$ cat config.mk
export PLATFORM = sky130hd
export DESIGN_NAME = vdc_timing_gen_flat
export DESIGN_NICKNAME = d
export VERILOG_FILES = /design/src/rtl/vdc_video_pkg.sv /design/src/rtl/vdc_timing_if.sv /design/src/rtl/vdc_timing_gen.sv /design/src/flat_wrapper.sv
export SDC_FILE = /design/constraint.sdc
export NUM_CORES = 1
export LEC_CHECK = 0
export BUFFER_PORTS_ARGS = -buffer_cell sky130_fd_sc_hd__buf_2
export CAP_MARGIN = 15
export CORE_MARGIN = 1
export CORE_UTILIZATION = 25
export CTS_CLUSTER_SIZE = 16
export DETAILED_ROUTE_END_ITERATION = 16
export SLEW_MARGIN = 10
export SYNTH_ARGS = -nofsm -noshare
export SYNTH_HDL_FRONTEND = slang
export SYNTH_SLANG_ARGS = --single-unit
$ cat constraint.sdc
create_clock -name clock -period 2.86 [get_ports clock]
set_input_delay 0.429 -clock clock [delete_from_list [all_inputs] [get_ports clock]]
set_output_delay 0.429 -clock clock [all_outputs]
set_load 0.01 [all_outputs]
$ cat src/rtl/vdc_video_pkg.sv
// Raster side of the VDC: timing states, tile and pixel formats
package vdc_video_pkg;

  // Horizontal line phases, in this order
  typedef enum logic [1:0] {
    H_SYNC,
    H_WAIT,
    H_DISP,
    H_END
  } h_state_t;

  // Vertical frame phases, in this order
  typedef enum logic [1:0] {
    V_SYNC,
    V_WAIT,
    V_DISP,
    V_END
  } v_state_t;

  typedef logic [2:0] char_cycle_t;  // Dot inside an 8-dot character
  typedef logic [9:0] line_cnt_t;    // Phase counter, counts down

  // VD: [8] sprite select, [7:4] palette, [3:0] colour
  typedef logic [8:0] pixel_t;

  // BAT word: [15:12] palette, [11:0] tile index
  typedef logic [15:0] bat_entry_t;

  localparam int     BG_PIPE_LEN    = 3;       // Two ahead plus the one on screen
  localparam int     CG1_OFFSET     = 8;       // Planes 2/3 sit 8 words after planes 0/1
  localparam pixel_t OVERSCAN_PIXEL = 9'h100;  // Sprite palette 0, colour 0

endpackage

$ cat src/rtl/vdc_timing_if.sv
`timescale 1ns/100ps

// Raster position from the timing generator to every consumer
interface vdc_timing_if import vdc_video_pkg::*; ();
  char_cycle_t char_cycle;
  h_state_t    h_state;
  v_state_t    v_state;
  line_cnt_t   h_cnt;         // Characters left in the phase
  line_cnt_t   v_cnt;         // Lines left in the phase
  logic        vblank_start;  // Single cycle as V_DISP ends

  modport source (output char_cycle, h_state, v_state, h_cnt, v_cnt, vblank_start);
  modport sink   (input  char_cycle, h_state, v_state, h_cnt, v_cnt, vblank_start);
endinterface


$ cat src/rtl/vdc_timing_gen.sv
`timescale 1ns/100ps

module vdc_timing_gen import vdc_video_pkg::*; #(
  parameter int H_SYNC_WIDTH = 2,    // Characters, minus one
  parameter int H_START      = 2,
  parameter int H_DISP_TILES = 31,
  parameter int H_END_LEN    = 3,
  parameter int V_SYNC_WIDTH = 2,    // Lines, minus one
  parameter int V_START      = 15,   // Minus two
  parameter int V_DISP_LINES = 239,
  parameter int V_END_LEN    = 3     // Plain line count
) (
  input  logic          clock,
  input  logic          reset_N,
  vdc_timing_if.source  timing,
  output logic          hsync_n,
  output logic          vsync_n
);

  char_cycle_t char_cycle;
  h_state_t    h_state;
  v_state_t    v_state;
  line_cnt_t   h_cnt;
  line_cnt_t   v_cnt;
  logic        eol;           // Last dot of the line
  logic        vblank_start;

  assign eol = (char_cycle == 3'd7) && (h_state == H_END) && (h_cnt == '0);

  always_ff @(posedge clock, negedge reset_N) begin
    if (~reset_N)
      char_cycle <= '0;
    else
      char_cycle <= char_cycle + 3'd1;  // One dot per clock
  end

  // Horizontal phases, stepped once per character
  always_ff @(posedge clock, negedge reset_N) begin
    if (~reset_N) begin
      h_state <= H_SYNC;
      h_cnt   <= line_cnt_t'(H_SYNC_WIDTH);
    end else if (char_cycle == 3'd7) begin
      h_cnt <= h_cnt - 10'd1;
      if (h_cnt == '0) begin
        case (h_state)
          H_SYNC: begin h_state <= H_WAIT; h_cnt <= line_cnt_t'(H_START);      end
          H_WAIT: begin h_state <= H_DISP; h_cnt <= line_cnt_t'(H_DISP_TILES); end
          H_DISP: begin h_state <= H_END;  h_cnt <= line_cnt_t'(H_END_LEN);    end
          default: begin h_state <= H_SYNC; h_cnt <= line_cnt_t'(H_SYNC_WIDTH); end
        endcase
      end
    end
  end

  // Vertical phases, stepped at the end of each line
  always_ff @(posedge clock, negedge reset_N) begin
    if (~reset_N) begin
      v_state      <= V_WAIT;
      v_cnt        <= line_cnt_t'(V_START + 1);
      vblank_start <= 1'b0;
    end else begin
      vblank_start <= eol && (v_state == V_DISP) && (v_cnt == '0);
      if (eol) begin
        v_cnt <= v_cnt - 10'd1;
        if (v_cnt == '0) begin
          case (v_state)
            V_SYNC: begin v_state <= V_WAIT; v_cnt <= line_cnt_t'(V_START + 1);   end
            V_WAIT: begin v_state <= V_DISP; v_cnt <= line_cnt_t'(V_DISP_LINES);  end
            V_DISP: begin v_state <= V_END;  v_cnt <= line_cnt_t'(V_END_LEN - 1); end
            default: begin v_state <= V_SYNC; v_cnt <= line_cnt_t'(V_SYNC_WIDTH); end
          endcase
        end
      end
    end
  end

  assign hsync_n = (h_state != H_SYNC);
  assign vsync_n = (v_state != V_SYNC);

  assign timing.char_cycle   = char_cycle;
  assign timing.h_state      = h_state;
  assign timing.v_state      = v_state;
  assign timing.h_cnt        = h_cnt;
  assign timing.v_cnt        = v_cnt;
  assign timing.vblank_start = vblank_start;

  // Phases only move on a character boundary
  assert property (@(posedge clock) disable iff (~reset_N)
    ($changed(h_state) || $changed(v_state)) |-> ($past(char_cycle) == 3'd7));

endmodule

$ cat src/flat_wrapper.sv
// flat-port wrapper written by rule: the top's interface ports become plain ports
module vdc_timing_gen_flat import vdc_video_pkg::*;
#(
  parameter int H_SYNC_WIDTH = 2,                            
  parameter int H_START      = 2,
  parameter int H_DISP_TILES = 31,
  parameter int H_END_LEN    = 3,
  parameter int V_SYNC_WIDTH = 2,                       
  parameter int V_START      = 15,               
  parameter int V_DISP_LINES = 239,
  parameter int V_END_LEN    = 3                        
)
  (clock, reset_N, hsync_n, vsync_n, timing_char_cycle, timing_h_state, timing_v_state, timing_h_cnt, timing_v_cnt, timing_vblank_start);
  vdc_timing_if timing_i ();
  input  logic clock;
  input  logic reset_N;
  output logic hsync_n;
  output logic vsync_n;
  output wire logic [$bits(timing_i.char_cycle)-1:0] timing_char_cycle;
  output wire logic [$bits(timing_i.h_state)-1:0] timing_h_state;
  output wire logic [$bits(timing_i.v_state)-1:0] timing_v_state;
  output wire logic [$bits(timing_i.h_cnt)-1:0] timing_h_cnt;
  output wire logic [$bits(timing_i.v_cnt)-1:0] timing_v_cnt;
  output wire logic [$bits(timing_i.vblank_start)-1:0] timing_vblank_start;
  assign timing_char_cycle = timing_i.char_cycle;
  assign timing_h_state = timing_i.h_state;
  assign timing_v_state = timing_i.v_state;
  assign timing_h_cnt = timing_i.h_cnt;
  assign timing_v_cnt = timing_i.v_cnt;
  assign timing_vblank_start = timing_i.vblank_start;
  vdc_timing_gen #(.H_SYNC_WIDTH(H_SYNC_WIDTH), .H_START(H_START), .H_DISP_TILES(H_DISP_TILES), .H_END_LEN(H_END_LEN), .V_SYNC_WIDTH(V_SYNC_WIDTH), .V_START(V_START), .V_DISP_LINES(V_DISP_LINES), .V_END_LEN(V_END_LEN)) u_core (.clock(clock), .reset_N(reset_N), .timing(timing_i), .hsync_n(hsync_n), .vsync_n(vsync_n));
endmodule
==> results.txt, run 1 <==
----------------------------------------------------
[Logic synthesis]
  Yosys top cell by area ... sky130_fd_sc_hd__dfrtp_1
  Post-synth cell types ... ~40
  Number of enable flip-flop cells after synthesis ... 0
  Sequential share of the synthesized area ... about 43%
  Async set or reset register ratio after synthesis ... 100.0%
  Syn_nets ... 182
  Synthesized area divided by synthesized cell count ... approximately 9.9 sq um
  Flip-flop cell with the highest count after synthesis ... sky130_fd_sc_hd__dfrtp_1
  Count leader, synth ... sky130_fd_sc_hd__dfrtp_1
  Synthesized area ... ~1600 sq um
  Leading cell types by total area after synthesis ... sky130_fd_sc_hd__dfrtp_1, sky130_fd_sc_hd__ha_1, sky130_fd_sc_hd__dfstp_2
  Flops & latches, synth ... 28
  Portion of synthesized cell area occupied by the leading cell type ... 37.94%
  Post-Synthesis Cells ... roughly 170
  Total of warnings raised by yosys ... 0
  Most used standard cells in the synthesized netlist ... sky130_fd_sc_hd__dfrtp_1, sky130_fd_sc_hd__inv_1, sky130_fd_sc_hd__nor2_1, sky130_fd_sc_hd__ha_1, sky130_fd_sc_hd__nand2_1

[Clock network]
  Buffers inserted by post-CTS timing repair ... 0
  Clock slew at the register clock pins of the worst setup and hold paths ... ~0.09 ns
  # H-tree levels ... 1
  TritonCTS clock tree ... done
  Number of sinks on the clock net ... 28
  Count of hold buffers inserted by post-cts repair ... 0
  Clock root buffer ... sky130_fd_sc_hd__clkbuf_8
  Clk_lat worst skew ... 0.27 ns
  Inserted Clock Buffers ... 3
  Quantity of gates resized following cts ... 0
  Max clock buf depth ... 2

[Floorplanning]
  Die boundary width ... between 80 and 90 um
  Number of core rows ... 29
  Placeable core region ... 6350 sq um
  Die ar. ... a little under 7000 sq um
  Initial core utilization ... between 20 and 30%
  Die H ... ~83 um
  # IOs ... 32

[Timing]
  RSZ-0062 raised after global routing ... no
  Setup TNS Final ... 0 ns
  Number of max-slew violations in the final report ... 0
  Max-slew headroom at the worst pin ... 48.27%
  Final critical-path required period ... around 2.3 ns
  Final hold viol count ... 0
  Transition time at the pin with the least slew margin ... 0.7688 ns
  Skew final ... ~0.0036 ns
  Final setup vio count ... 0
  Peak Freq ... roughly 0.43 GHz
  Final cycle utilization of the critical path ... 82.06%

[Route]
  Number of DRC markers after the initial detailed-route iteration ... 38
  Mean routed wirelength per cell ... between 10 and 15 um
  Post-route antenna net violation count ... 0
  Routed vias ... ~1300
  Via density per instance ... 4.794
  Total detailed-routing wirelength ... approximately 3500 um
  1st-pass router iterations ... 4
  Remaining design rule violation count ... 0

[Global routing]
  Global-route wire length before repair ... slightly below 6000 um
  GRT Residual Overflow ... 0
  Number of antenna violations at the first check in global routing ... 0
  Total global-route track usage ... around 10%
  Via count of the first global-routing pass ... approximately 1200
  Pin count of the biggest net entering global routing ... 29

[Critical path]
  Slowest cell on the critical path ... sky130_fd_sc_hd__or4b_2
  Critical path launch point type ... register
  Total buffers and inverters traversed by the critical path ... 1
  Max Fanout on Critical Path ... 6
  Arrival time at the worst endpoint ... between 2 and 3 ns
  Series of cell instances along the critical path ... inv_1 -> ha_1 -> or4b_2 -> nor3_1 -> nand2_1 -> mux2_1
  Worst Setup Path Type ... register to register
  Worst Path Required ... slightly above 3 ns
  Top Family by Delay on Critical Path ... simple AND/OR/NAND/NOR gates
  Crit path capture type ... register
  Longest individual stage delay on the worst path ... around 0.64 ns

[Placed design]
  Placed Instance Area ... roughly 1900 sq um
  Port Buffers ... 31
  Half-perimeter wire length after detailed placement ... 2618 um
  GP Congestion ... between 0.8 and 0.9

[Layout]
  Layout cell share with drive strength beyond 1 ... roughly 25%
  Area of the multi-input gates ... between 800 and 900 sq um
  Area taken by flip-flops and latches ... 704.4 sq um
  Layout Nets ... approximately 220
  Diode insertion count for antenna repair ... 0
  Number of fill cells ... about 660
  Area Growth Syn to Fin ... 17.53%
  Non-Filler Cell Area, Final ... 1938 sq um

[Power]
  Maximum vdd drop ... 0.0001635 V
  Power density over the cells ... ~320 nW/um^2
  Leakage power total ... between 0.9 and 1 nW

[Status]
  Status ... finished clean

[Min path]
  Path class of the lowest-slack min-delay path ... input pin to asynchronous set/reset pin

[Job]
  Total of max-cap violations ... 0

----------------------------------------------------
==> power by group <==
| part | internal (W) | switching [W] |
|---|---|---|
| Clock | 0.0000998 | 0.000120 |
| Combinational | 0.000000490 | 0.00000752 |
| Sequential | 0.000396 | 0 |
| Total | 0.000496 | 0.000127 |
==> metal layers <==
layer	share of wire [%]	vias up	global-route usage (%)
met5	0	-	0
met4	1.5	0	3.762
met3	3.2	6	2.286
met2	46	23	16.10
met1	49	630	13.61
li1	-	669	-
==> registers in the layout, summed over array words and instances, names as in the netlist <==
register / cells
u_core.timing.vblank_start: 1
u_core.timing.v_state: 2
u_core.timing.h_cnt: 10
u_core.timing.v_cnt: 10
u_core.timing.h_state: 2
u_core.timing.char_cycle: 3
==> final cells by class <==
| type | instances | share of cell area, % |
|---|---|---|
| multi-input cells | 119 | 44.48 |
| flip-flops and latches | 28 | 36.35 |
| repair buffers | 33 | 8.780 |
| well taps | 77 | 4.971 |
| inverters | 16 | 3.099 |
| clock buffers | 4 | 2.324 |
==> layout by cell type (no fill, tap or decap), types with 2 or more instances in the layout <==
master and n:
sky130_fd_sc_hd__buf_2 31, sky130_fd_sc_hd__dfrtp_1 25, sky130_fd_sc_hd__inv_1 16, sky130_fd_sc_hd__nor2_1 15
sky130_fd_sc_hd__ha_1 13, sky130_fd_sc_hd__nand2_1 12, sky130_fd_sc_hd__nor3_1 8, sky130_fd_sc_hd__o21ai_0 7
sky130_fd_sc_hd__nand3_1 7, sky130_fd_sc_hd__a21oi_1 6, sky130_fd_sc_hd__o2bb2ai_1 4, sky130_fd_sc_hd__or4_1 3
sky130_fd_sc_hd__nor4_4 3, sky130_fd_sc_hd__nor4_1 3, sky130_fd_sc_hd__mux2_2 3, sky130_fd_sc_hd__clkbuf_8 3
sky130_fd_sc_hd__dfstp_2 3, sky130_fd_sc_hd__or4b_2 2, sky130_fd_sc_hd__nand2b_1 2, sky130_fd_sc_hd__nand4b_1 2
sky130_fd_sc_hd__mux2_1 2, sky130_fd_sc_hd__mux2i_1 2, sky130_fd_sc_hd__nor2b_1 2, sky130_fd_sc_hd__or2_2 2
sky130_fd_sc_hd__nand4_1 2, sky130_fd_sc_hd__xor2_1 2, sky130_fd_sc_hd__nand3b_1 2, sky130_fd_sc_hd__nor4b_1 2
sky130_fd_sc_hd__buf_4 2
==> cells by family after synthesis <==
group                    synth area share (%)
multiplexers                            4.628
flip-flops                              42.72
adder cells (fa/ha/maj)                 9.864
AND/OR/NAND/NOR                         25.42
AO/OA/AOI/OAI                           11.31
XOR/XNOR                                1.062
buffers and inverters                   5.008
==> final timing paths <==
check,start,to,slack [ns],depth (start not counted)
worst min-delay path,reset_N,u_core.timing.h_cnt[3],0.17,1
worst max register to register,u_core.timing.v_cnt[1],u_core.timing.v_state[1],0.51,6
worst min register to register,u_core.timing.char_cycle[0],u_core.timing.char_cycle[0],0.44,1
min in group clock,u_core.timing.char_cycle[0],u_core.timing.char_cycle[0],0.44,1
worst max-delay path,u_core.timing.v_cnt[1],u_core.timing.v_state[1],0.51,6
max in group asynchronous,reset_N,u_core.timing.v_cnt[7],2.28,1
==> stage by stage <==
stage	cells	power, W	worst slack (ns)	util, %	hold WS (ns)
2_1_floorplan	167	0.0004035	0.6664	-	0.1334
3_3_place_gp	273	0.0004125	0.5982	29.81	0.4323
3_5_place_dp	273	0.0004125	0.5258	29.81	0.4416
4_1_cts	277	0.0006377	0.5121	30.52	0.1927
5_1_grt	277	0.0006533	0.3683	30.52	0.2135
6_report	277	0.0006235	0.5131	30.52	0.1674
(Power assumes the default switching activity.)
==> inputs of run 2 (changes only) <==
--- a/config.mk
+++ b/config.mk
@@ -5,6 +5,7 @@
 export SDC_FILE = /design/constraint.sdc
 export NUM_CORES = 1
 export LEC_CHECK = 0
+export ABC_AREA = 1
 export BUFFER_PORTS_ARGS = -buffer_cell sky130_fd_sc_hd__buf_2
 export CAP_MARGIN = 15
 export CORE_MARGIN = 1
==> constraint.sdc (replaced) <==
create_clock -name clock -period 2.5 [get_ports clock]
set_input_delay 0.375 -clock clock [delete_from_list [all_inputs] [get_ports clock]]
set_output_delay 0.375 -clock clock [all_outputs]
set_load 0.01 [all_outputs]
==> run 2 against run 1 <==
Effect of this change: sequential share of layout area down 3.1 points; clock-buffer cell count unchanged; sequential power up 14%; global-route usage up 1.6 points; synthesized cell count up 44%; maximum frequency up 28%; register-to-register slack better by 0.15 ns; critical path type unchanged; critical endpoint is now u_core.timing.v_cnt[7]; highest routed layer unchanged.
==> results.txt, run 2 <==
----------------------------------------------------
[Logic synthesis]
  Post-Synthesis Cells ... 240
  Portion of synthesized cell area occupied by the leading cell type ... 34.06%
  Yosys top cell by area ... sky130_fd_sc_hd__dfrtp_1
  Leading cell types by total area after synthesis ... sky130_fd_sc_hd__dfrtp_1, sky130_fd_sc_hd__nand2_1, sky130_fd_sc_hd__ha_1
  Syn_nets ... 255
  Count leader, synth ... sky130_fd_sc_hd__nand2_1
  Flip-flop cell with the highest count after synthesis ... sky130_fd_sc_hd__dfrtp_1
  Post-synth cell types ... 29
  Async set or reset register ratio after synthesis ... between 90% and 100%
  Synthesized area divided by synthesized cell count ... ~7.7 sq um
  Flops & latches, synth ... 28
  Synthesized area ... ~1800 sq um
  Sequential share of the synthesized area ... between 30% and 40%
  Most used standard cells in the synthesized netlist ... sky130_fd_sc_hd__nand2_1, sky130_fd_sc_hd__dfrtp_1, sky130_fd_sc_hd__inv_1, sky130_fd_sc_hd__nor2_1
  Number of enable flip-flop cells after synthesis ... 0
  Total of warnings raised by yosys ... 0

[Global routing]
  Number of antenna violations at the first check in global routing ... 0
  GRT Residual Overflow ... 0
  Pin count of the biggest net entering global routing ... 29
  Via count of the first global-routing pass ... around 1400
  Global-route wire length before repair ... approximately 7000 um
  Total global-route track usage ... between 10% and 20%

[Timing]
  Transition time at the pin with the least slew margin ... approximately 0.65 ns
  Setup TNS Final ... 0 ns
  Final cycle utilization of the critical path ... around three quarters
  Post-Route Hold Slack ... about 0.10 ns
  Final critical-path required period ... 1.838 ns
  Final setup vio count ... 0
  Number of max-slew violations in the final report ... 0
  RSZ-0062 raised after global routing ... no
  Peak Freq ... between 0.5 and 0.6 GHz
  Skew final ... about 0.0041 ns
  Final hold viol count ... 0
  Max-slew headroom at the worst pin ... a little under three fifths

[Floorplanning]
  Die boundary width ... a little under 90 um
  Initial core utilization ... 26.45%
  Die H ... about 88 um
  Die ar. ... 7694 sq um
  # IOs ... 32
  Placeable core region ... 6944 sq um
  Number of core rows ... 30

[Critical path]
  Crit-path most repeated cell ... sky130_fd_sc_hd__nand2_1
  Crit path capture type ... register
  Worst Path Required ... 2.74 ns
  Max Fanout on Critical Path ... 12
  Longest individual stage delay on the worst path ... approximately 0.42 ns
  Arrival time at the worst endpoint ... 2.08 ns
  Slowest cell on the critical path ... sky130_fd_sc_hd__dfrtp_1
  Critical path launch point type ... register
  Series of cell instances along the critical path ... inv_1 -> ha_1 -> nand2_1 -> nor2_2 -> nand3_2 -> inv_2 -> nand2_1 -> nand2_1 -> nand2_1 -> nand2_1
  Worst Setup Path Type ... register to register

[Power]
  Leakage power total ... ~1.2 nW
  Power density over the cells ... 345.2 nW/um^2
  Maximum vdd drop ... about 0.00016 V

[Route]
  Number of DRC markers after the initial detailed-route iteration ... 92
  Routed vias ... roughly 1600
  Total detailed-routing wirelength ... between 4000 and 5000 um
  1st-pass router iterations ... 4
  Via density per instance ... ~4.3
  Post-route antenna net violation count ... 0
  Remaining design rule violation count ... 0
  Mean routed wirelength per cell ... about 11 um

[Min path]
  Path class of the lowest-slack min-delay path ... input pin to asynchronous set/reset pin

[Clock network]
  Number of sinks on the clock net ... 28
  Clock slew at the register clock pins of the worst setup and hold paths ... roughly 0.10 ns
  Count of hold buffers inserted by post-cts repair ... 0
  Clock root buffer ... sky130_fd_sc_hd__clkbuf_8
  Max clock buf depth ... 2
  Clk_lat worst skew ... 0.29 ns
  # H-tree levels ... 1
  Quantity of gates resized following cts ... 0
  Buffers inserted by post-CTS timing repair ... 0
  Inserted Clock Buffers ... 3
  TritonCTS clock tree ... done

[Layout]
  Commonest cells after routing, fill and taps aside ... sky130_fd_sc_hd__nand2_1, sky130_fd_sc_hd__buf_2, sky130_fd_sc_hd__inv_1, sky130_fd_sc_hd__nor2_1, sky130_fd_sc_hd__dfrtp_1
  Layout cell share with drive strength beyond 1 ... around 22%
  Area Growth Syn to Fin ... 15.33%
  Most common library cell in the layout ignoring fill and taps ... sky130_fd_sc_hd__nand2_1
  Diode insertion count for antenna repair ... 0
  Layout Nets ... between 200 and 300
  Largest regs ... u_core.timing.h_cnt x10, u_core.timing.v_cnt x10, u_core.timing.char_cycle x3

[Placed design]
  Half-perimeter wire length after detailed placement ... 3136 um
  GP Congestion ... 0.8466
  Port Buffers ... 31

[Job]
  Total of max-cap violations ... 0

[Status]
  Status ... finished clean

----------------------------------------------------
run 2: changes by cell type after synthesis, sizes merged, moves of 5 or more:
cell	change
nand2	+70
mux2	-5
nor4	-5
nand3	+10
nor3	-5
o21ai	+8
nor2	+17
a21oi	-5
inv	+16
run 2: final timing paths:
path                            cells past startpoint                     endpoint  slack, ns                   startpoint
worst max register to register                     10       u_core.timing.v_cnt[7]       0.66       u_core.timing.v_cnt[0]
min in group clock                                  1  u_core.timing.char_cycle[0]       0.46  u_core.timing.char_cycle[0]
max in group asynchronous                           1  u_core.timing.char_cycle[0]       1.98                      reset_N
worst min-delay path                                1       u_core.timing.v_cnt[7]        0.1                      reset_N
worst max-delay path                               10       u_core.timing.v_cnt[7]       0.66       u_core.timing.v_cnt[0]
worst min register to register                      1  u_core.timing.char_cycle[0]       0.46  u_core.timing.char_cycle[0]
run 2: power breakdown:
part	internal [W]	total, W	switching, W
logic	0.000000560	0.00000935	0.00000879
clock network	0.000115	0.000269	0.000154
registers	0.000453	0.000453	0
total	0.000568	0.000731	0.000163
run 2: kinds of logic (layout without fill, tap and decap cells):
logic type / count (synthesis) / count (layout) / synth area share, %
AND/OR/NAND/NOR: 140 / 140 / 36.24
AO/OA/AOI/OAI: 19 / 19 / 5.517
buffers and inverters: 36 / 68 / 9.129
adder cells (fa/ha/maj): 13 / 13 / 8.856
flip-flops: 28 / 28 / 38.35
XOR/XNOR: 4 / 4 / 1.908
run 2: metrics by stage:
stage / power (W) / cells / instance area [sq um] / setup WS (ns) / utilization [%]
after CTS: 0.0007479 / 368 / 2118 / 0.6471 / 30.50
after global routing: 0.0007587 / 368 / 2118 / 0.4435 / 30.50
after detailed placement: 0.0004721 / 364 / 2073 / 0.6620 / 29.86
final: 0.0007313 / 368 / 2118 / 0.6617 / 30.50
after global placement: 0.0004718 / 364 / 2073 / 0.7422 / 29.86
after floorplan: 0.0004617 / 240 / 1837 / 0.9581 / -
run 2: area by class of cell:
class,count,area (sq um)
timing repair buffer,31,155.1
fill,761,4826
clock buffer,4,45.04
sequential,28,704.4
multi-input combinational,176,964.7
inverter,33,128.9
tap,96,120.1
run 2: metal layers:
layer,global-route usage (%),share of wire (%),vias to the layer above
li1,-,-,817
met4,4.471,1.9,0
met3,1.414,2.8,5
met1,16.86,50,728
met5,0,0,-
met2,18.04,46,19
run 2: worst max-delay path, delay by kind of cell, from the launching register on:
family	cells	cell delay, ns
buffers and inverters	2	0.30
adders and majority gates	1	0.24
and+or+nand+nor	7	0.82
DFF	1	0.42
==> inputs of run 3 (changes only) <==
==> constraint.sdc (replaced) <==
create_clock -name clock -period 1.8 [get_ports clock]
set_input_delay 0.27 -clock clock [delete_from_list [all_inputs] [get_ports clock]]
set_output_delay 0.27 -clock clock [all_outputs]
set_load 0.01 [all_outputs]
==> run 3 against run 2 <==
Effect of this change: design area increased by 4.5%; largest power group unchanged; non-clock buffer count increased by 10; critical path depth unchanged; largest cell class unchanged; critical path type unchanged; clock power increased by 48%; routed wire length decreased by 0.73%; the flow now finishes with violations (hold timing); final cell count increased by 2.7%; maximum frequency increased by 13%.
==> results.txt, run 3 (synthesis results as in run 2) <==
----------------------------------------------------
[Status]
  Status ... finished, violations left
  Violated checks ... hold timing

[Clock network]
  Inserted Clock Buffers ... 3
  Number of sinks on the clock net ... 28
  Clock slew at the register clock pins of the worst setup and hold paths ... 0.10 ns
  TritonCTS clock tree ... done
  # H-tree levels ... 1
  Clock root buffer ... sky130_fd_sc_hd__clkbuf_8
  Max clock buf depth ... 2
  Clk_lat worst skew ... between 0.2 and 0.3 ns
  Count of hold buffers inserted by post-cts repair ... 0

[Power]
  Power density over the cells ... between 400 and 500 nW/um^2
  Maximum vdd drop ... about 0.00028 V
  Internal portion of total power ... roughly 0.00083 W
  Combinational Power Share ... approximately 1.2%
  Share of total power in the clock network ... a little under two fifths
  Net Sw Power ... around 0.00021 W
  Leakage power total ... roughly 1.2 nW
  Proportion of power drawn by flip-flops and latches ... 60.5%
  Tot Pwr ... around 0.0010 W
  Fraction of power spent switching nets ... roughly a fifth

[Floorplanning]
  Initial core utilization ... between 20% and 30%
  Placeable core region ... 6944 sq um
  Die H ... 87.72 um
  Die boundary width ... between 80 and 90 um
  Number of core rows ... 30
  Die ar. ... about 7700 sq um
  # IOs ... 32

[Route]
  Routed vias ... between 1500 and 2000
  Via density per instance ... 4.220
  1st-pass router iterations ... 4
  Post-route antenna net violation count ... 0
  Remaining design rule violation count ... 0
  Uppermost signal routing layer after detailed routing ... met4
  Total met3 wirelength after detailed routing ... ~110 um
  Number of DRC markers after the initial detailed-route iteration ... 86
  Mean routed wirelength per cell ... between 10 and 15 um
  Met1 WL ... 2005 um
  Detailed-routed wire length on met2 ... between 1500 and 2000 um
  Total detailed-routing wirelength ... 4062 um

[Layout]
  Layout cell share with drive strength beyond 1 ... about a quarter
  Largest regs ... u_core.timing.h_cnt x10, u_core.timing.v_cnt x10, u_core.timing.char_cycle x3
  Layout Nets ... ~300
  Most common library cell in the layout ignoring fill and taps ... sky130_fd_sc_hd__nand2_1
  Number of fill cells ... 733
  Commonest cells after routing, fill and taps aside ... sky130_fd_sc_hd__nand2_1, sky130_fd_sc_hd__buf_2, sky130_fd_sc_hd__inv_1, sky130_fd_sc_hd__nor2_1, sky130_fd_sc_hd__dfrtp_1
  Diode insertion count for antenna repair ... 0
  Area Growth Syn to Fin ... 20.50%

[Timing]
  Max-slew headroom at the worst pin ... ~57%
  Final setup vio count ... 0
  Transition time at the pin with the least slew margin ... between 0.6 and 0.7 ns
  Peak Freq ... 0.6146 GHz
  Final hold viol count ... 1
  RSZ-0062 raised after global routing ... no
  Setup TNS Final ... 0 ns
  Post-Route Hold Slack ... -0.0001072 ns
  Final critical-path required period ... ~1.6 ns
  Skew final ... about 0.004 ns
  Number of max-slew violations in the final report ... 0
  Final cycle utilization of the critical path ... approximately 90%

[Critical path]
  Crit path capture type ... register
  Worst Setup Path Type ... register to register
  Register-to-Register Path Depth ... 10
  Arrival time at the worst endpoint ... 1.85 ns
  Max Fanout on Critical Path ... 9
  Worst setup slack for register-to-register paths ... ~0.17 ns
  Critical path launch point type ... register
  Crit-path most repeated cell ... sky130_fd_sc_hd__nand2_1
  Series of cell instances along the critical path ... inv_1 -> ha_2 -> nand2_1 -> nor2_2 -> nand3_4 -> inv_2 -> nand2_1 -> nand2_1 -> nand2_1 -> nand2_1
  Slowest cell on the critical path ... sky130_fd_sc_hd__dfrtp_1
  Worst Path Required ... slightly above 2 ns
  Longest individual stage delay on the worst path ... 0.42 ns

[Global routing]
  Via count of the first global-routing pass ... 1460
  Number of antenna violations at the first check in global routing ... 0
  Total global-route track usage ... between 10 and 15%
  Pin count of the biggest net entering global routing ... 29
  GRT Residual Overflow ... 0
  Global-route wire length before repair ... 6699 um

[Job]
  Total of max-cap violations ... 0

[Placed design]
  Half-perimeter wire length after detailed placement ... 3123 um
  Port Buffers ... 31
  GP Congestion ... 0.8883

[Min path]
  Path class of the lowest-slack min-delay path ... input pin to asynchronous set/reset pin

----------------------------------------------------
==> run 3: changes by cell type in the layout (fill, tap and decap cells not counted) <==
cell / previous run / this run
sky130_fd_sc_hd__ha_1: 13 / 12
sky130_fd_sc_hd__ha_2: 0 / 1
sky130_fd_sc_hd__nand3_4: 1 / 2
sky130_fd_sc_hd__buf_4: 0 / 10
sky130_fd_sc_hd__clkbuf_1: 1 / 0
sky130_fd_sc_hd__clkbuf_8: 3 / 4
sky130_fd_sc_hd__nand3_2: 3 / 2
==> run 3: final cells by class <==
cell class                      count  area (sq um)  area share [%]
Timing Repair Buffer               41         230.2           10.40
Sequential cell                    28         704.4           31.83
Inverter                           33         128.9           5.823
Clock buffer                        4         55.05           2.487
Multi-Input combinational cell    176         974.7           44.04
Tap cell                           96         120.1           5.427
==> run 3: worst max-delay path: cells and delay by family, from the launching register on <==
| family | cells | cell delay, ns |
|---|---|---|
| and+or+nand+nor | 7 | 0.74 |
| DFF | 1 | 0.42 |
| adders and majority gates | 1 | 0.21 |
| buffers and inverters | 2 | 0.20 |
==> run 3: per-layer routing <==
layer  global-route usage [%]  up-vias
met5                        0        -
met4                    3.130        0
met3                    1.414        4
met2                    18.60       20
met1                    14.99      735
li1                         -      836
==> run 3: metrics by stage <==
step | cells | cell area [sq um] | util [%] | worst slack [ns]
finish | 378 | 2213 | 31.87 | 0.1728
global route | 378 | 2213 | 31.87 | 0.007329
CTS | 375 | 2181 | 31.41 | 0.04131
detailed placement | 371 | 2126 | 30.61 | 0.06306
global placement | 371 | 2126 | 30.61 | 0.1168
floorplan | 240 | 1837 | - | 0.2581
==> run 3: repair_timing <==
| action | 4_1_cts | 5_1_grt |
|---|---|---|
| endpoints found under the setup margin | 0 | 9 |
| gates resized for setup | 0 | 2 |
| setup buffers | 0 | 3 |
==> run 3: path summary, 6_finish.rpt <==
path | startpoint | to
min reg2reg | u_core.timing.char_cycle[0] | u_core.timing.char_cycle[0]
max reg2reg | u_core.timing.v_cnt[0] | u_core.timing.v_cnt[5]
min | reset_N | u_core.timing.v_cnt[8]
min in group clock | u_core.timing.char_cycle[0] | u_core.timing.char_cycle[0]
max | u_core.timing.v_cnt[0] | u_core.timing.v_cnt[5]
max in group asynchronous | reset_N | u_core.timing.h_cnt[6]
==> run 3: power by group through the flow <==
stage | sequential (W) | clock [W] | combinational, W
after floorplan | 0.000641 | 0 | 0.000000000658
after global placement | 0.000641 | 0 | 0.0000147
after detailed placement | 0.000641 | 0 | 0.0000149
after CTS | 0.000629 | 0.000419 | 0.0000149
after global routing | 0.000629 | 0.000437 | 0.0000162
final | 0.000629 | 0.000397 | 0.0000128
